$ cat src/design/tmr_pkg.sv
// Shared types, register map and bus structs, imported by every block of the TMR lockstep controller
package tmr_pkg;

  localparam int unsigned NumCores = 3;

  // Result word, mismatch counter and register bus widths
  typedef logic [31:0]         core_data_t;
  typedef logic [NumCores-1:0] core_mask_t;
  typedef logic [15:0]         mm_cnt_t;
  typedef logic [7:0]          axi_addr_t;
  typedef logic [31:0]         axi_data_t;
  typedef logic [3:0]          axi_strb_t;
  typedef logic [1:0]          axi_resp_t;

  // Redundancy modes of the group
  typedef enum logic [2:0] {
    MODE_INDEP,
    MODE_RUN,
    MODE_UNLOAD,
    MODE_RELOAD,
    MODE_RAPID
  } tmr_mode_e;

  // Rapid recovery hardware present
  localparam bit RapidRecovery = 1'b1;

  localparam axi_addr_t AddrCtrl   = 8'h00;
  localparam axi_addr_t AddrStatus = 8'h04;
  localparam axi_addr_t AddrCnt0   = 8'h08;
  localparam axi_addr_t AddrCnt1   = 8'h0C;
  localparam axi_addr_t AddrCnt2   = 8'h10;

  localparam axi_resp_t RespOkay   = 2'b00;
  localparam axi_resp_t RespSlverr = 2'b10;

  // Control register with enable in bit 0
  typedef struct packed {
    logic force_resynch;
    logic rapid_recovery;
    logic reload_setback;
    logic setback_en;
    logic delay_resynch;
    logic enable;
  } tmr_cfg_t;

  typedef struct packed {
    core_data_t [NumCores-1:0] data;
  } core_res_t;

  typedef struct packed {
    core_data_t voted;
    logic       single_mismatch;
    core_mask_t err;
    logic       failure;
  } vote_t;

  typedef struct packed {
    logic      awvalid;
    axi_addr_t awaddr;
    logic      wvalid;
    axi_data_t wdata;
    axi_strb_t wstrb;
    logic      bready;
    logic      arvalid;
    axi_addr_t araddr;
    logic      rready;
  } axi_req_t;

  typedef struct packed {
    logic      awready;
    logic      wready;
    logic      bvalid;
    axi_resp_t bresp;
    logic      arready;
    logic      rvalid;
    axi_data_t rdata;
    axi_resp_t rresp;
  } axi_rsp_t;

endpackage

$ cat src/design/tmr_voter.sv
`timescale 1ns/1ps
// Majority voter that compares the three core results each cycle and flags the odd core out
module tmr_voter (
  input  logic               clk_i,
  input  logic               rst_ni,
  input  tmr_pkg::core_res_t core_res_i,
  output tmr_pkg::vote_t     vote_o
);
  import tmr_pkg::*;

  core_data_t maj;
  core_mask_t err;
  logic       fail;
  vote_t      vote_d;
  vote_t      vote_q;

  always_comb begin : proc_vote
    // Bitwise two-of-three majority
    maj = (core_res_i.data[0] & core_res_i.data[1]) |
          (core_res_i.data[0] & core_res_i.data[2]) |
          (core_res_i.data[1] & core_res_i.data[2]);
    for (int i = 0; i < NumCores; i++) begin
      err[i] = (core_res_i.data[i] != maj);
    end
    // No pair of cores agrees
    fail = (core_res_i.data[0] != core_res_i.data[1]) &&
           (core_res_i.data[0] != core_res_i.data[2]) &&
           (core_res_i.data[1] != core_res_i.data[2]);
    vote_d.voted           = maj;
    vote_d.err             = err;
    vote_d.failure         = fail;
    // Exactly one core off the majority
    vote_d.single_mismatch = $onehot(err);
  end

  always_ff @(posedge clk_i or negedge rst_ni) begin : proc_vote_q
    if (!rst_ni) begin
      vote_q <= '0;
    end else begin
      vote_q <= vote_d;
    end
  end

  assign vote_o = vote_q;

  // A failure is never also reported as a correctable mismatch
  a_no_dual_flag: assert property (@(posedge clk_i) disable iff (!rst_ni)
    !(vote_q.single_mismatch && vote_q.failure));

endmodule

$ cat src/design/tmr_regs.sv
`timescale 1ns/1ps
// AXI4-Lite register file with the control word, mode status and per-core mismatch counters
module tmr_regs (
  input  logic                clk_i,
  input  logic                rst_ni,
  input  tmr_pkg::axi_req_t   axi_req_i,
  output tmr_pkg::axi_rsp_t   axi_rsp_o,
  output tmr_pkg::tmr_cfg_t   cfg_o,
  input  tmr_pkg::tmr_mode_e  mode_i,
  input  tmr_pkg::core_mask_t incr_mm_i,
  input  logic                force_ack_i
);
  import tmr_pkg::*;

  logic       wr_fire;
  logic       rd_fire;
  logic       wr_ctrl;
  logic       wr_known;
  core_mask_t wr_cnt;
  axi_data_t  rd_data;
  axi_resp_t  rd_resp;

  logic       bvalid_q;
  axi_resp_t  bresp_q;
  logic       rvalid_q;
  axi_resp_t  rresp_q;
  axi_data_t  rdata_q;
  tmr_cfg_t   cfg_q;
  mm_cnt_t    cnt_q [NumCores];

  // One write and one read in flight at most
  assign wr_fire = axi_req_i.awvalid & axi_req_i.wvalid & ~bvalid_q;
  assign rd_fire = axi_req_i.arvalid & ~rvalid_q;

  always_comb begin : proc_wr_decode
    wr_ctrl  = 1'b0;
    wr_cnt   = '0;
    wr_known = 1'b1;
    case (axi_req_i.awaddr)
      AddrCtrl:   wr_ctrl   = wr_fire & axi_req_i.wstrb[0];
      // Status is read only
      AddrStatus: wr_known  = 1'b1;
      AddrCnt0:   wr_cnt[0] = wr_fire & (|axi_req_i.wstrb);
      AddrCnt1:   wr_cnt[1] = wr_fire & (|axi_req_i.wstrb);
      AddrCnt2:   wr_cnt[2] = wr_fire & (|axi_req_i.wstrb);
      default:    wr_known  = 1'b0;
    endcase
  end

  always_comb begin : proc_rd_decode
    rd_data = '0;
    rd_resp = RespOkay;
    case (axi_req_i.araddr)
      AddrCtrl:   rd_data = axi_data_t'(cfg_q);
      AddrStatus: rd_data = axi_data_t'(mode_i);
      AddrCnt0:   rd_data = axi_data_t'(cnt_q[0]);
      AddrCnt1:   rd_data = axi_data_t'(cnt_q[1]);
      AddrCnt2:   rd_data = axi_data_t'(cnt_q[2]);
      default:    rd_resp = RespSlverr;
    endcase
  end

  always_ff @(posedge clk_i or negedge rst_ni) begin : proc_bus
    if (!rst_ni) begin
      bvalid_q <= 1'b0;
      bresp_q  <= RespOkay;
      rvalid_q <= 1'b0;
      rresp_q  <= RespOkay;
    end else begin
      if (wr_fire) begin
        bvalid_q <= 1'b1;
        bresp_q  <= wr_known ? RespOkay : RespSlverr;
      end else if (axi_req_i.bready) begin
        bvalid_q <= 1'b0;
      end
      if (rd_fire) begin
        rvalid_q <= 1'b1;
        rresp_q  <= rd_resp;
      end else if (axi_req_i.rready) begin
        rvalid_q <= 1'b0;
      end
    end
  end

  always_ff @(posedge clk_i) begin : proc_rdata
    if (rd_fire) begin
      rdata_q <= rd_data;
    end
  end

  // Bus write beats the controller's acknowledge
  always_ff @(posedge clk_i or negedge rst_ni) begin : proc_cfg
    if (!rst_ni) begin
      cfg_q <= '0;
    end else if (wr_ctrl) begin
      cfg_q <= tmr_cfg_t'(axi_req_i.wdata[$bits(tmr_cfg_t)-1:0]);
    end else if (force_ack_i) begin
      cfg_q.force_resynch <= 1'b0;
    end
  end

  for (genvar i = 0; i < NumCores; i++) begin : gen_cnt
    // Saturating counter that any write to its address clears
    always_ff @(posedge clk_i or negedge rst_ni) begin : proc_cnt
      if (!rst_ni) begin
        cnt_q[i] <= '0;
      end else if (wr_cnt[i]) begin
        cnt_q[i] <= '0;
      end else if (incr_mm_i[i] && (cnt_q[i] != '1)) begin
        cnt_q[i] <= cnt_q[i] + 1'b1;
      end
    end
  end

  always_comb begin : proc_rsp
    axi_rsp_o.awready = wr_fire;
    axi_rsp_o.wready  = wr_fire;
    axi_rsp_o.bvalid  = bvalid_q;
    axi_rsp_o.bresp   = bresp_q;
    axi_rsp_o.arready = rd_fire;
    axi_rsp_o.rvalid  = rvalid_q;
    axi_rsp_o.rdata   = rdata_q;
    axi_rsp_o.rresp   = rresp_q;
  end

  assign cfg_o = cfg_q;

  // Write response and its code hold until the master takes them
  a_bvalid_hold: assert property (@(posedge clk_i) disable iff (!rst_ni)
    bvalid_q && !axi_req_i.bready |=> bvalid_q && $stable(bresp_q));

endmodule

$ cat src/design/tmr_mode_ctrl.sv
`timescale 1ns/1ps
// Redundancy mode FSM of the core group, driving setback, synch and recovery requests
module tmr_mode_ctrl (
  input  logic                clk_i,
  input  logic                rst_ni,
  input  tmr_pkg::tmr_cfg_t   cfg_i,
  input  tmr_pkg::vote_t      vote_i,
  input  logic                fetch_en_i,
  input  logic                cores_synch_i,
  input  logic                unload_done_i,
  input  logic                reload_done_i,
  input  logic                recovery_finished_i,
  output tmr_pkg::tmr_mode_e  mode_o,
  output tmr_pkg::core_mask_t incr_mm_o,
  output logic                force_ack_o,
  output tmr_pkg::core_mask_t setback_o,
  output logic                sw_synch_req_o,
  output logic                sw_resynch_req_o,
  output logic                recovery_request_o,
  output logic                grp_independent_o,
  output logic                rapid_recovery_en_o
);
  import tmr_pkg::*;

  tmr_mode_e mode_d;
  tmr_mode_e mode_q;
  logic      synch_req;
  logic      synch_req_q;
  logic      resynch_req;
  logic      resynch_req_q;
  logic      cores_synch_q;
  logic      rapid_en;

  assign rapid_en            = cfg_i.rapid_recovery & RapidRecovery;
  assign rapid_recovery_en_o = rapid_en;
  assign grp_independent_o   = (mode_q == MODE_INDEP);
  assign mode_o              = mode_q;

  // Level requests turned into single pulses on their rising edge
  assign sw_synch_req_o   = synch_req & ~synch_req_q;
  assign sw_resynch_req_o = resynch_req & ~resynch_req_q;

  always_comb begin : proc_fsm
    mode_d             = mode_q;
    setback_o          = '0;
    incr_mm_o          = '0;
    force_ack_o        = 1'b0;
    recovery_request_o = 1'b0;
    synch_req          = 1'b0;
    resynch_req        = 1'b0;

    case (mode_q)
      MODE_RUN: begin
        force_ack_o = cfg_i.force_resynch;
        if (vote_i.single_mismatch) begin
          incr_mm_o = vote_i.err;
        end
        if (cfg_i.force_resynch || vote_i.single_mismatch) begin
          if (rapid_en) begin
            mode_d = MODE_RAPID;
          end else if (!cfg_i.delay_resynch) begin
            mode_d = MODE_UNLOAD;
          end
        end
      end
      MODE_UNLOAD: begin
        resynch_req = 1'b1;
        if (unload_done_i) begin
          mode_d = MODE_RELOAD;
          if (cfg_i.setback_en) begin
            setback_o = 3'b111;
          end
        end
      end
      MODE_RELOAD: begin
        if (reload_done_i) begin
          mode_d = MODE_RUN;
        end else if ((vote_i.single_mismatch || vote_i.failure) &&
                     cfg_i.setback_en && cfg_i.reload_setback) begin
          // Restart the reload if the cores diverge again
          setback_o = 3'b111;
        end
      end
      MODE_RAPID: begin
        recovery_request_o = 1'b1;
        if (recovery_finished_i) begin
          mode_d = MODE_RUN;
        end
      end
      default: ;
    endcase

    // Enter lockstep once the cores report they are synchronised
    if (mode_q == MODE_INDEP && cfg_i.enable) begin
      synch_req = 1'b1;
      if (cores_synch_q) begin
        if (rapid_en) begin
          mode_d = MODE_RAPID;
        end else begin
          mode_d = MODE_RELOAD;
          if (cfg_i.setback_en) begin
            setback_o = 3'b111;
          end
        end
      end
    end

    // Before the cores fetch, the mode simply follows enable
    if (!fetch_en_i) begin
      if (cfg_i.enable) begin
        mode_d    = MODE_RUN;
        synch_req = 1'b0;
      end else begin
        mode_d = MODE_INDEP;
      end
    end

    // Split back to independent cores while core 0 keeps running
    if (mode_q == MODE_RUN && !cfg_i.enable) begin
      mode_d = MODE_INDEP;
      if (cfg_i.setback_en) begin
        setback_o = 3'b110;
      end
    end
  end

  always_ff @(posedge clk_i or negedge rst_ni) begin : proc_mode
    if (!rst_ni) begin
      mode_q        <= MODE_INDEP;
      synch_req_q   <= 1'b0;
      resynch_req_q <= 1'b0;
      cores_synch_q <= 1'b0;
    end else begin
      mode_q        <= mode_d;
      synch_req_q   <= synch_req;
      resynch_req_q <= resynch_req;
      cores_synch_q <= cores_synch_i;
    end
  end

  a_mode_legal: assert property (@(posedge clk_i) disable iff (!rst_ni)
    mode_q inside {MODE_INDEP, MODE_RUN, MODE_UNLOAD, MODE_RELOAD, MODE_RAPID});

endmodule

$ cat src/design/tmr_lockstep_top.sv
`timescale 1ns/1ps
// Lockstep controller top for one core triple, connecting voter, AXI4-Lite registers and mode FSM
module tmr_lockstep_top (
  input  logic                clk_i,
  input  logic                rst_ni,
  // Register bus
  input  tmr_pkg::axi_req_t   axi_req_i,
  output tmr_pkg::axi_rsp_t   axi_rsp_o,
  // Core results and core status
  input  tmr_pkg::core_res_t  core_res_i,
  input  logic                fetch_en_i,
  input  logic                cores_synch_i,
  input  logic                unload_done_i,
  input  logic                reload_done_i,
  input  logic                recovery_finished_i,
  // Voted result and requests to the cores
  output tmr_pkg::core_data_t voted_o,
  output tmr_pkg::core_mask_t setback_o,
  output logic                sw_synch_req_o,
  output logic                sw_resynch_req_o,
  output logic                recovery_request_o,
  output logic                grp_independent_o,
  output logic                rapid_recovery_en_o
);
  import tmr_pkg::*;

  vote_t      vote;
  tmr_cfg_t   cfg;
  tmr_mode_e  mode;
  core_mask_t incr_mm;
  logic       force_ack;

  tmr_voter tmr_voter_i (
    .clk_i      (clk_i),
    .rst_ni     (rst_ni),
    .core_res_i (core_res_i),
    .vote_o     (vote)
  );

  assign voted_o = vote.voted;

  tmr_regs tmr_regs_i (
    .clk_i       (clk_i),
    .rst_ni      (rst_ni),
    .axi_req_i   (axi_req_i),
    .axi_rsp_o   (axi_rsp_o),
    .cfg_o       (cfg),
    .mode_i      (mode),
    .incr_mm_i   (incr_mm),
    .force_ack_i (force_ack)
  );

  tmr_mode_ctrl tmr_mode_ctrl_i (
    .clk_i               (clk_i),
    .rst_ni              (rst_ni),
    .cfg_i               (cfg),
    .vote_i              (vote),
    .fetch_en_i          (fetch_en_i),
    .cores_synch_i       (cores_synch_i),
    .unload_done_i       (unload_done_i),
    .reload_done_i       (reload_done_i),
    .recovery_finished_i (recovery_finished_i),
    .mode_o              (mode),
    .incr_mm_o           (incr_mm),
    .force_ack_o         (force_ack),
    .setback_o           (setback_o),
    .sw_synch_req_o      (sw_synch_req_o),
    .sw_resynch_req_o    (sw_resynch_req_o),
    .recovery_request_o  (recovery_request_o),
    .grp_independent_o   (grp_independent_o),
    .rapid_recovery_en_o (rapid_recovery_en_o)
  );

endmodule

$ cat config.mk
export PLATFORM = sky130hd
export DESIGN_NAME = tmr_lockstep_top
export DESIGN_NICKNAME = d
export VERILOG_FILES = /design/src/design/tmr_pkg.sv /design/src/design/tmr_voter.sv /design/src/design/tmr_regs.sv /design/src/design/tmr_mode_ctrl.sv /design/src/design/tmr_lockstep_top.sv
export SDC_FILE = /design/constraint.sdc
export NUM_CORES = 1
export LEC_CHECK = 0
export BUFFER_PORTS_ARGS = -buffer_cell sky130_fd_sc_hd__buf_2
export CAP_MARGIN = 20
export CORE_MARGIN = 3
export CORE_UTILIZATION = 55
export DETAILED_ROUTE_END_ITERATION = 10
export PLACE_DENSITY_LB_ADDON = 0.05
export SLEW_MARGIN = 10
export SYNTH_ARGS = -nofsm -noshare
export SYNTH_HDL_FRONTEND = slang
export SYNTH_SLANG_ARGS = --single-unit
$ cat constraint.sdc
create_clock -name clk_i -period 5 [get_ports clk_i]
set_clock_uncertainty 0.2 [all_clocks]
set_input_delay 1 -clock clk_i [delete_from_list [all_inputs] [get_ports clk_i]]
set_output_delay 1 -clock clk_i [all_outputs]
set_load 0.005 [all_outputs]
* After elaboration in Yosys (flattened, before gate mapping)
Index checks and enable logic that the tools add are counted.
Widths: inputs -> output; s select.
** Storage, ports and cells
- Logic and storage cells :: 141
- Register bits after elaboration :: 135
** Operators by class
- Bitwise operators :: 16
- Reduce and logical (&&, ||, !) cells :: 24
- Equality and inequality tests :: 22
- Muxes and demuxes :: 52
- Add/sub/neg operators :: 5
** Operators with widths (count)
- $ne 32x32->1 :: 6
- $and 32x32->32 :: 3
- $mux 16 :: 6
- $pmux 16 s5 :: 1
- $mux 3 :: 23
- $or 32x32->32 :: 2
- $add 16x1->16 const B :: 3
- $ne 16x16->1 const B :: 3
- $eq 8x4->1 const B :: 4
- $mux 1 :: 18
- $eq 8x3->1 const B :: 2
- $eq 8x5->1 const B :: 2
- $logic_not 8->1 :: 2
- $pmux 3 s4 :: 1
- $reduce_bool 2->1 :: 6
- $reduce_or 5->1 :: 2
- $logic_and 1x1->1 :: 9
- $and 1x1->1 :: 7
- $eq 3x2->1 const B :: 2
- $pmux 3 s2 :: 1
- $mux 2 :: 2
- $not 1->1 :: 4
- $reduce_or 4->1 :: 1
- $eq 3x1->1 const B :: 1
- other kinds (7) :: 8

* Logic depth before layout (Yosys ltp)
Gate-level depths: netlist of run 1.
- Word-level depth :: 12
- Depth in mapped cells :: 7
- Mapped depth without buffers :: 7

* Cells and area by module
From an unflattened synthesis of run 1, not the netlist that was laid out.
** Second synthesis, totals
- Cells, all modules :: 954
- Area total of the unflattened synthesis :: 9243.9 µm²
** By module, submodules not included
- tmr_voter :: cells each 458, area an instance 4515.6 µm², instances 1
- tmr_regs :: cells each 443, area an instance 4264.1 µm², instances 1
- tmr_mode_ctrl :: cells each 53, area an instance 464.2 µm², instances 1

* Worst setup path before layout of run 1
No wires, ideal clock.
- Path kind :: in2out
- Start :: input port axi_req_i[9] (netlist bit)
- End :: output port axi_rsp_o[35] (netlist bit)
- Slack :: 1.694 ns
- Buffers on the path :: 1
- Stages on the path :: 2
- Arrival :: 2.106 ns
- Cell sequence :: nor2b_1 -> buf_4
** RTL lines
- start: declaration :: RTL line tmr_lockstep_top.sv:7 : input tmr_pkg::axi_req_t axi_req_i,
- end: declaration :: RTL line tmr_lockstep_top.sv:8 : output tmr_pkg::axi_rsp_t axi_rsp_o,

* Final worst setup path of run 1
- Start :: register tmr_mode_ctrl_i.mode_q[0], in the netlist tmr_mode_ctrl_i.mode_o[0]
- End :: output port setback_o[2]
** Between the ends
- Cells in the longest elaborated chain, start to end :: 8
** RTL lines
- start: declaration :: RTL line tmr_mode_ctrl.sv:26 : tmr_mode_e mode_q;
- start signal: assignment :: RTL line tmr_mode_ctrl.sv:134 : mode_q <= mode_d;
- $eq 3x2->1 :: RTL line tmr_mode_ctrl.sv:52 : case (mode_q)
- $pmux 3 s2 :: RTL line tmr_mode_ctrl.sv:52
- $mux 3 :: RTL line tmr_mode_ctrl.sv:101 : if (cfg_i.setback_en) begin
- $mux 3 :: RTL line tmr_mode_ctrl.sv:97 : if (rapid_en) begin
- $mux 3 :: RTL line tmr_mode_ctrl.sv:96 : if (cores_synch_q) begin
- $mux 3 :: RTL line tmr_mode_ctrl.sv:94 : if (mode_q == MODE_INDEP && cfg_i.enable) begin
- $mux 3 :: RTL line tmr_mode_ctrl.sv:121 : if (cfg_i.setback_en) begin
- $mux 3 (*) :: RTL line tmr_mode_ctrl.sv:119 : if (mode_q == MODE_RUN && !cfg_i.enable) begin
- end: declaration :: RTL line tmr_lockstep_top.sv:18 : output tmr_pkg::core_mask_t setback_o,
Every way passes the cells marked *; elsewhere a longest branch is shown, timed or not.

==> results.sh, run 1 <==
export IMPL_cts_hold_buf=0
export IMPL_slew_violations=0
export IMPL_synthTopCellsByCount="nor4_1 (141), dfrtp_1 (101), ha_1 (99)"
export IMPL_max_freq_mhz=303
export IMPL_drt_iter0_markers=764
export IMPL_ys_warn_count=0
export IMPL_p_leak_uw=0.00448
export IMPL_dr_total_vias=9150
export IMPL_setup_viol_count_final=0
export IMPL_timing_hold_ws_ns=0.303
export IMPL_total_power_uw=2980
export IMPL_cts_htree_levels=4
export IMPL_final_nets=1403
export IMPL_cts_sinks=117
export IMPL_synth_async_sr_flop_share_pct=86.3
export IMPL_cts_tree="built"
export IMPL_root_buffer="clkbuf_16"
export IMPL_postRouteAntennaNets=0
export IMPL_crit_slowest_cell="dfrtp_1"
export IMPL_status="finished clean"
export IMPL_hp_class="flop to flop"
export IMPL_synth_seq_cells=117
export IMPL_crit_type="flop to primary output"
export IMPL_crit_fanout=15
export IMPL_final_setup_worst_slack_ns=1.70
export IMPL_relSlewSlack_pct=29.0
export IMPL_cts_repair_resized=0
export IMPL_grt_usage_pct=29.6
export IMPL_die_y_um=137
export IMPL_fin_crit_sh_pct=65.9
export IMPL_via_per_inst=6.63
export IMPL_routed_wl_mm=28.1
export IMPL_grt_ovfl_total=0
export IMPL_end_kind="primary output"
export IMPL_crit_chain="nor3_1 -> nor3b_1 -> a31oi_1 -> a21boi_0 -> buf_2"
export IMPL_synth_top_cell_by_area="dfrtp_1"
export IMPL_die_w_um=137
export IMPL_core_area_mm2=0.0166
export IMPL_postSynthAreaPerCell_um2=9.55
export IMPL_path_clk_slew_ns=0.06
export IMPL_critPathRequiredTime_ns=3.80
export IMPL_worst_pin_slew_ns=1.06
export IMPL_dpl_cell_area_mm2=0.0102
export IMPL_drive_above_1_share_pct=23.3
export IMPL_synthesis_area_mm2=0.00939
export IMPL_crit_path_start_kind="flop"
export IMPL_netlist_instances=983
export IMPL_synth_edf_count=16
export IMPL_area_delta_synth_final_pct=16.3
export IMPL_cp_data_arrival_time_ns=2.10
export IMPL_post_cts_setup_buffers=0
export IMPL_cpPeakStageDelay_ns=0.54
export IMPL_synth_most_common_cell="nor4_1"
export IMPL_hpwl_mm=21.9
export IMPL_drc=0
export IMPL_ys_types=56
export IMPL_max_clock_path_buffers=2
export IMPL_grt_pass1_vias=8571
export IMPL_preCtsSetupSlack_ns=1.44
export IMPL_ir_drop_v=0.000273
export IMPL_dieArea_mm2=0.0187
export IMPL_rsz0062_at_grt="no"
export IMPL_cap_violations=0
export IMPL_setup_tns_ns=0
export IMPL_synth_top_area_share_pct=26.9
export IMPL_synth_ff_type="dfrtp_1"
export IMPL_final_area_mm2=0.0109
export IMPL_gp_congestion=0.995
export IMPL_initial_utilization_pct=56.4
export IMPL_rows=47
export IMPL_cts_made_buffers=17
export IMPL_p_per_area_mw_per_mm2=273
export IMPL_synth_area_top_cells="dfrtp_1 (27%), ha_1 (13%), nor4_1 (9.4%), o31a_1 (9.0%), edfxtp_1 (5.1%)"
export IMPL_drtPass1Iterations=5
export IMPL_grt_max_degree=77
export IMPL_finalHoldViolCount=0
export IMPL_grt_first_pass_wirelength_mm=43.3
export IMPL_yosysSeqAreaShare_pct=32.0
export IMPL_fin_crit_ns=3.30
export IMPL_port_buffers=196
export IMPL_antenna_found_initial=8
export IMPL_pin_count=241
export IMPL_clkLatencyLatePin_ns=0.41
export IMPL_wl_per_cell_um=20.3
cells by family (layout without fill, tap and decap cells):
group	Yosys count	in the layout	synth area share [%]
DFF	117	117	32.0
muxes	14	14	1.56
and+or+nand+nor	373	373	24.7
AOI/OAI and AO/OA	282	282	21.9
adders and majority gates	100	100	13.4
buffers and inverters	96	252	6.40
other	1	23	0.0399
through the flow:
step                utilization, %  std cells
floorplan                        -       1000
global placement              61.5       1342
detailed placement            61.5       1342
CTS                           65.3       1374
global route                  65.6       1380
finish                        65.6       1381
critical path: cells and delay by family (launching register included):
family,cells,cell delay (ns)
compound gates,2,0.32
buf+inv,1,0.15
flops,1,0.54
simple gates,2,0.68
routing by layer:
layer / routed length (um) / track usage, % / vias up
met5: 37 / 0 / -
met4: 1080 / 12.7 / 6
met3: 1830 / 6.80 / 74
met2: 14200 / 52.4 / 339
met1: 11000 / 34.1 / 4335
li1: - / - / 4396
final cells by class:
| class | count | area [um2] |
|---|---|---|
| multi-input combinational | 787 | 5870 |
| fill | 1427 | 5720 |
| sequential | 117 | 3010 |
| timing repair buffer | 206 | 1080 |
| clock buffer | 21 | 482 |
| tap | 220 | 275 |
| clock inverter | 11 | 148 |
| inverter | 14 | 52.6 |
| antenna | 5 | 12.5 |
cells in the final DEF (no fill, tap or decap), types with 20 or more instances in the layout:
| cell type | count |
|---|---|
| o21ai_0 | 22 |
| nor2_1 | 23 |
| dfrtp_1 | 101 |
| or3_1 | 41 |
| or4_1 | 38 |
| nand3_1 | 25 |
| o22ai_1 | 50 |
| nand4_1 | 25 |
| a21oi_1 | 48 |
| nor4_1 | 139 |
| nand2_1 | 20 |
| o31a_1 | 96 |
| ha_1 | 99 |
| o31ai_1 | 32 |
| buf_2 | 195 |
power by group:
part	leakage [uW]	internal [uW]	total [uW]	switching, uW
registers	0.00121	1010	1050	38.7
clock network	0.000297	840	1290	452
logic	0.00298	265	634	370
flip-flops by register name (all words and copies together) (netlist names):
| register | cells |
|---|---|
| tmr_voter_i.vote_o | 37 |
| tmr_mode_ctrl_i.cores_synch_q | 1 |
| tmr_mode_ctrl_i.synch_req_q | 1 |
| tmr_mode_ctrl_i.mode_o | 3 |
| tmr_regs_i.bvalid_q | 1 |
| tmr_regs_i.rdata_q | 16 |
| tmr_mode_ctrl_i.resynch_req_q | 1 |
| tmr_regs_i.rvalid_q | 1 |
| tmr_regs_i.bresp_q | 1 |
| tmr_regs_i.cfg_o | 6 |
| tmr_regs_i.cnt_q | 48 |
| tmr_regs_i.rresp_q | 1 |
path summary, 6_finish.rpt:
path | start | to | slack, ns | cells after the start
worst max register to register | tmr_mode_ctrl_i.mode_o[0] | tmr_regs_i.cnt_q[27] | 2.29 | 4
worst min register to register | tmr_regs_i.bvalid_q | tmr_regs_i.bvalid_q | 0.30 | 1
min in group asynchronous | rst_ni | tmr_regs_i.cnt_q[7] | 0.33 | 1
max in group asynchronous | rst_ni | tmr_regs_i.cnt_q[34] | 3.52 | 2
worst min-delay path | tmr_regs_i.bvalid_q | tmr_regs_i.bvalid_q | 0.30 | 1
worst max-delay path | tmr_mode_ctrl_i.mode_o[0] | setback_o[2] | 1.70 | 5
(Power assumes the default switching activity.)
==> run 2, diff against run 1 <==
--- a/config.mk
+++ b/config.mk
@@ -8,7 +8,7 @@
 export BUFFER_PORTS_ARGS = -buffer_cell sky130_fd_sc_hd__buf_2
 export CAP_MARGIN = 20
 export CORE_MARGIN = 3
-export CORE_UTILIZATION = 55
+export CORE_UTILIZATION = 49
 export DETAILED_ROUTE_END_ITERATION = 10
 export PLACE_DENSITY_LB_ADDON = 0.05
 export SLEW_MARGIN = 10
==> constraint.sdc (replaced) <==
create_clock -name clk_i -period 3 [get_ports clk_i]
set_clock_uncertainty 0.2 [all_clocks]
set_input_delay 0.6 -clock clk_i [delete_from_list [all_inputs] [get_ports clk_i]]
set_output_delay 0.6 -clock clk_i [all_outputs]
set_load 0.005 [all_outputs]
==> run 2 against run 1 <==
  * Core utilization down 2.1 points
  * Sequential share of layout area is 1.8 points lower
  * Wire length up 3.8%
  * Global-route usage is 2.3 points lower
  * Critical path depth grew 2
  * Via count increased by 3.2%
  * Highest routed layer unchanged
==> results.sh, run 2 (synthesized netlist as in run 1, its figures left out) <==
export IMPL_cts_htree_levels=4
export IMPL_path_clk_slew_ns=0.06
export IMPL_grt_max_degree=39
export IMPL_top_register="tmr_regs_i.cnt_q"
export IMPL_crit_type="flop to primary output"
export IMPL_pin_count=241
export IMPL_cts_repair_resized=0
export IMPL_layout_common_cells="buf_2 (195), nor4_1 (140), buf_4 (119)"
export IMPL_finalHoldViolCount=0
export IMPL_fin_crit_ns=2.86
export IMPL_rows=49
export IMPL_dr_total_vias=9447
export IMPL_cts_sinks=117
export IMPL_ir_drop_v=0.000358
export IMPL_status="finished clean"
export IMPL_cap_violations=0
export IMPL_crit_chain="buf_4 -> nor3_1 -> buf_4 -> nor3b_1 -> a31oi_1 -> a21boi_0 -> buf_2"
export IMPL_crit_fanout=11
export IMPL_grt_first_pass_wirelength_mm=44.2
export IMPL_drt_iter0_markers=476
export IMPL_initial_utilization_pct=51.0
export IMPL_drtPass1Iterations=5
export IMPL_max_freq_mhz=350
export IMPL_postRouteAntennaNets=0
export IMPL_antenna_found_initial=10
export IMPL_max_clock_path_buffers=2
export IMPL_die_y_um=144
export IMPL_clkLatencyLatePin_ns=0.42
export IMPL_worst_pin_slew_ns=0.778
export IMPL_dieArea_mm2=0.0209
export IMPL_grt_usage_pct=27.3
export IMPL_cp_data_arrival_time_ns=2.06
export IMPL_cts_made_buffers=17
export IMPL_final_nets=1513
export IMPL_cts_hold_buf=1
export IMPL_wl_per_cell_um=19.4
export IMPL_cp_common_cell="buf_4"
export IMPL_hp_class="primary input to flop"
export IMPL_cpPeakStageDelay_ns=0.38
export IMPL_p_per_area_mw_per_mm2=422
export IMPL_critPathRequiredTime_ns=2.20
export IMPL_post_cts_setup_buffers=0
export IMPL_grt_pass1_vias=8835
export IMPL_port_buffers=196
export IMPL_cts_tree="built"
export IMPL_end_kind="primary output"
export IMPL_p_leak_uw=0.00501
export IMPL_root_buffer="clkbuf_16"
export IMPL_instances_no_fill=1500
export IMPL_routed_wl_mm=29.1
export IMPL_relSlewSlack_pct=47.6
export IMPL_setup_viol_count_final=0
export IMPL_largest_reg_flops=48
export IMPL_dp_cells=1462
export IMPL_area_delta_synth_final_pct=24.5
export IMPL_hpwl_mm=23.3
export IMPL_grt_ovfl_total=0
export IMPL_slew_violations=0
export IMPL_layout_commonest_cell="buf_2"
export IMPL_core_area_mm2=0.0184
export IMPL_gp_congestion=1.02
export IMPL_drive_above_1_share_pct=29.6
export IMPL_fin_crit_sh_pct=95.3
export IMPL_via_per_inst=6.30
export IMPL_crit_slowest_cell="dfrtp_1"
export IMPL_rsz0062_at_grt="no"
export IMPL_drc=0
export IMPL_setup_tns_ns=0
export IMPL_crit_path_start_kind="flop"
export IMPL_die_w_um=144
-- run 2: final cells by class --
class | count | area [um2]
clock buffer | 20 | 447
clock inverter | 12 | 130
antenna | 5 | 12.5
tap | 229 | 287
timing repair buffer | 316 | 1900
inverter | 14 | 52.6
sequential | 117 | 3010
multi-input combinational | 787 | 5860
fill | 1622 | 6700
-- run 2: final timing paths --
path | start | endpoint | slack [ns] | cells past startpoint
setup / recovery | tmr_mode_ctrl_i.mode_o[2] | setback_o[1] | 0.14 | 7
hold / removal | cores_synch_i | tmr_mode_ctrl_i.cores_synch_q | 0.08 | 1
setup reg to reg | tmr_mode_ctrl_i.mode_o[0] | tmr_regs_i.cnt_q[37] | 0.50 | 6
hold reg to reg | tmr_regs_i.rvalid_q | tmr_regs_i.rvalid_q | 0.29 | 1
max in group asynchronous | rst_ni | tmr_voter_i.vote_o[22] | 1.47 | 3
min in group asynchronous | rst_ni | tmr_regs_i.cnt_q[9] | 0.46 | 2
-- run 2: routing by layer --
layer | track usage [%] | vias up | wire length (um) | share of wire (%)
met5 | 0 | - | 82 | 0.28
met4 | 10.9 | 12 | 1070 | 3.7
met3 | 7.14 | 67 | 1680 | 5.8
met2 | 47.8 | 276 | 14700 | 51
met1 | 31.7 | 4459 | 11600 | 40
li1 | - | 4633 | - | -
-- run 2: where the power goes --
part | leakage, uW | switching (uW) | internal [uW] | total (uW)
Combinational | 0.00353 | 640 | 521 | 1160
Clock | 0.000269 | 783 | 1240 | 2030
Sequential | 0.00121 | 60.7 | 1690 | 1750
-- run 2: through the flow --
| step | area [um2] | worst slack [ns] | total power [uW] | utilization [%] | hold slack (ns) |
|---|---|---|---|---|---|
| 6_report | 11700 | 0.141 | 4940 | 63.6 | 0.0841 |
| 5_1_grt | 11700 | 0.0171 | 5160 | 63.6 | 0.0802 |
| 4_1_cts | 11700 | 0.130 | 4950 | 63.5 | 0.0785 |
| 3_5_place_dp | 11100 | -0.109 | 2930 | 60.3 | 0.292 |
| 3_3_place_gp | 11100 | -0.116 | 2910 | 60.3 | 0.271 |
| 2_1_floorplan | 9450 | 0.454 | 2450 | - | 0.104 |
-- run 2: worst max-delay path: cells and delay by family, from the launching register on --
kind,cells,cell delay [ns]
flops,1,0.38
compound gates,2,0.33
buf+inv,3,0.49
simple gates,2,0.43
==> run 3, diff against run 2 <==
--- a/config.mk
+++ b/config.mk
@@ -5,11 +5,11 @@
 export SDC_FILE = /design/constraint.sdc
 export NUM_CORES = 1
 export LEC_CHECK = 0
-export BUFFER_PORTS_ARGS = -buffer_cell sky130_fd_sc_hd__buf_2
 export CAP_MARGIN = 20
 export CORE_MARGIN = 3
-export CORE_UTILIZATION = 49
+export CORE_UTILIZATION = 55
 export DETAILED_ROUTE_END_ITERATION = 10
+export DONT_BUFFER_PORTS = 1
 export PLACE_DENSITY_LB_ADDON = 0.05
 export SLEW_MARGIN = 10
 export SYNTH_ARGS = -nofsm -noshare
==> run 3 against run 2 <==
  * The flow now finishes with violations (hold timing)
  * Die area down 10%
  * Cell count fell by 20%
  * Setup slack worse by 0.026 ns
  * Clock-buffer cell count rose by 1
  * Critical path depth shrank 1
  * Wire length is 1.4% lower
  * Sequential share of layout area rose by 4.2 points
  * Non-clock buffer count fell by 282
  * Fmax is 0.90% lower
  * Register-to-register slack improved by 0.02 ns
  * Sequential power hardly changed
  * Critical endpoint is now setback_o[2]
==> results.sh, run 3 (synthesized netlist as in run 1, its figures left out) <==
export IMPL_status="finished with violations"
export IMPL_violations="hold timing"
export IMPL_crit_chain="buf_4 -> nor3_1 -> buf_4 -> nor3b_1 -> a31oi_1 -> a21boi_0"
export IMPL_dr_total_vias=8575
export IMPL_cp_depth=6
export IMPL_cts_tree="built"
export IMPL_max_clock_path_buffers=2
export IMPL_die_w_um=137
export IMPL_layout_common_cells="nor4_1 (140), dfrtp_1 (101), ha_1 (99)"
export IMPL_cp_data_arrival_time_ns=2.09
export IMPL_drtPass1Iterations=5
export IMPL_die_y_um=137
export IMPL_rsz0062_at_grt="no"
export IMPL_critPathRequiredTime_ns=2.20
export IMPL_r2r_setup_slack_ns=0.52
export IMPL_drt_iter0_markers=534
export IMPL_cap_violations=0
export IMPL_crit_slowest_cell="a21boi_0"
export IMPL_cts_repair_resized=0
export IMPL_grt_max_degree=102
export IMPL_slew_violations=0
export IMPL_fillers=1445
export IMPL_port_buffers=0
export IMPL_area_delta_synth_final_pct=6.92
export IMPL_crit_fanout=11
export IMPL_core_area_mm2=0.0166
export IMPL_postRouteAntennaNets=0
export IMPL_wl_per_cell_um=23.9
export IMPL_cts_hold_buf=1
export IMPL_grt_usage_pct=30.2
export IMPL_p_per_area_mw_per_mm2=463
export IMPL_crit_type="flop to primary output"
export IMPL_final_nets=1231
export IMPL_p_leak_uw=0.00382
export IMPL_grt_pass1_vias=8308
export IMPL_cp_num_buf_inv=2
export IMPL_worst_pin_slew_ns=0.879
export IMPL_antenna_found_initial=0
export IMPL_dieArea_mm2=0.0187
export IMPL_reg2reg_depth=4
export IMPL_end_kind="primary output"
export IMPL_multi_input_area_mm2=0.00586
export IMPL_largest_reg_flops=48
export IMPL_pin_count=241
export IMPL_cts_sinks=117
export IMPL_routed_wl_mm=28.7
export IMPL_fin_crit_sh_pct=96.2
export IMPL_final_seq_area_mm2=0.00301
export IMPL_cpPeakStageDelay_ns=0.40
export IMPL_fin_crit_ns=2.89
export IMPL_grt_first_pass_wirelength_mm=43.2
export IMPL_drive_above_1_share_pct=9.65
export IMPL_via_per_inst=7.12
export IMPL_cts_htree_levels=4
export IMPL_hp_class="primary input to async pin"
export IMPL_critPathTopFamily="compound AO/OA/AOI/OAI gates"
export IMPL_ir_drop_v=0.000386
export IMPL_relSlewSlack_pct=41.2
export IMPL_root_buffer="clkbuf_16"
export IMPL_layout_commonest_cell="nor4_1"
export IMPL_setup_viol_count_final=0
export IMPL_gp_congestion=0.952
export IMPL_initial_utilization_pct=56.4
export IMPL_finalHoldViolCount=101
export IMPL_top_register="tmr_regs_i.cnt_q"
export IMPL_clkLatencyLatePin_ns=0.42
export IMPL_max_freq_mhz=347
export IMPL_cp_common_cell="buf_4"
export IMPL_setup_tns_ns=0
export IMPL_path_clk_slew_ns=0.06
export IMPL_hpwl_mm=22.8
export IMPL_n_antenna_cell=0
export IMPL_crit_path_start_kind="flop"
export IMPL_cts_made_buffers=17
export IMPL_grt_ovfl_total=0
export IMPL_post_cts_setup_buffers=0
export IMPL_timing_hold_ws_ns=-0.329
export IMPL_rows=47
export IMPL_drc=0
==> run 3: cell types whose count changed in the layout (fill, tap and decap cells not counted), sizes merged <==
cell | before | now
diode | 5 | 0
clkinvlp | 5 | 2
clkinv | 3 | 6
buf | 315 | 33
bufinv | 2 | 1
clkbuf | 20 | 21
==> run 3: layer usage <==
metal,vias up,GRT usage (%),routed length (um)
met2,341,54.9,14800
met5,-,0,0
met3,87,9.74,2230
met4,0,15.2,1370
met1,4100,31.1,10400
li1,4047,-,-
==> run 3: through the flow <==
stage	instances	util, %	instance area, um2	total power (uW)	setup WS (ns)
6_report	1204	60.3	10000	4640	0.115
5_1_grt	1204	60.3	10000	4830	0.00995
4_1_cts	1204	60.3	10000	4660	0.129
3_5_place_dp	1171	56.7	9440	2630	-0.0364
3_3_place_gp	1171	56.7	9440	2610	-0.0313
2_1_floorplan	1000	-	9450	2450	0.454
==> run 3: worst register-to-register path, delay by kind of cell (launching register included) <==
family | cells | cell delay (ns)
simple gates | 3 | 1.68
flops | 1 | 0.37
compound gates | 1 | 0.15
==> run 3: final timing paths <==
| path | endpoint | from |
|---|---|---|
| setup / recovery | setback_o[2] | tmr_mode_ctrl_i.mode_o[2] |
| hold / removal | tmr_regs_i.cnt_q[9] | rst_ni |
| max in group asynchronous | tmr_regs_i.cfg_o[2] | rst_ni |
| hold reg to reg | tmr_regs_i.rvalid_q | tmr_regs_i.rvalid_q |
| setup reg to reg | tmr_regs_i.cnt_q[27] | tmr_mode_ctrl_i.mode_o[1] |
| min in group clk_i | tmr_regs_i.rvalid_q | axi_req_i[0] |
==> run 3: report_power, final <==
part	internal, uW	total (uW)	switching (uW)
registers	1690	1770	79.1
clock network	1250	2030	774
logic	368	847	480
total	3310	4640	1330
==> run 3: final cells by class <==
cell class,instances,share of cell area (%)
flip-flops and latches,117,30.0
clock buffers,21,4.90
clock inverters,11,0.960
repair buffers,34,2.57
inverters,14,0.524
multi-input cells,787,58.3
well taps,220,2.74
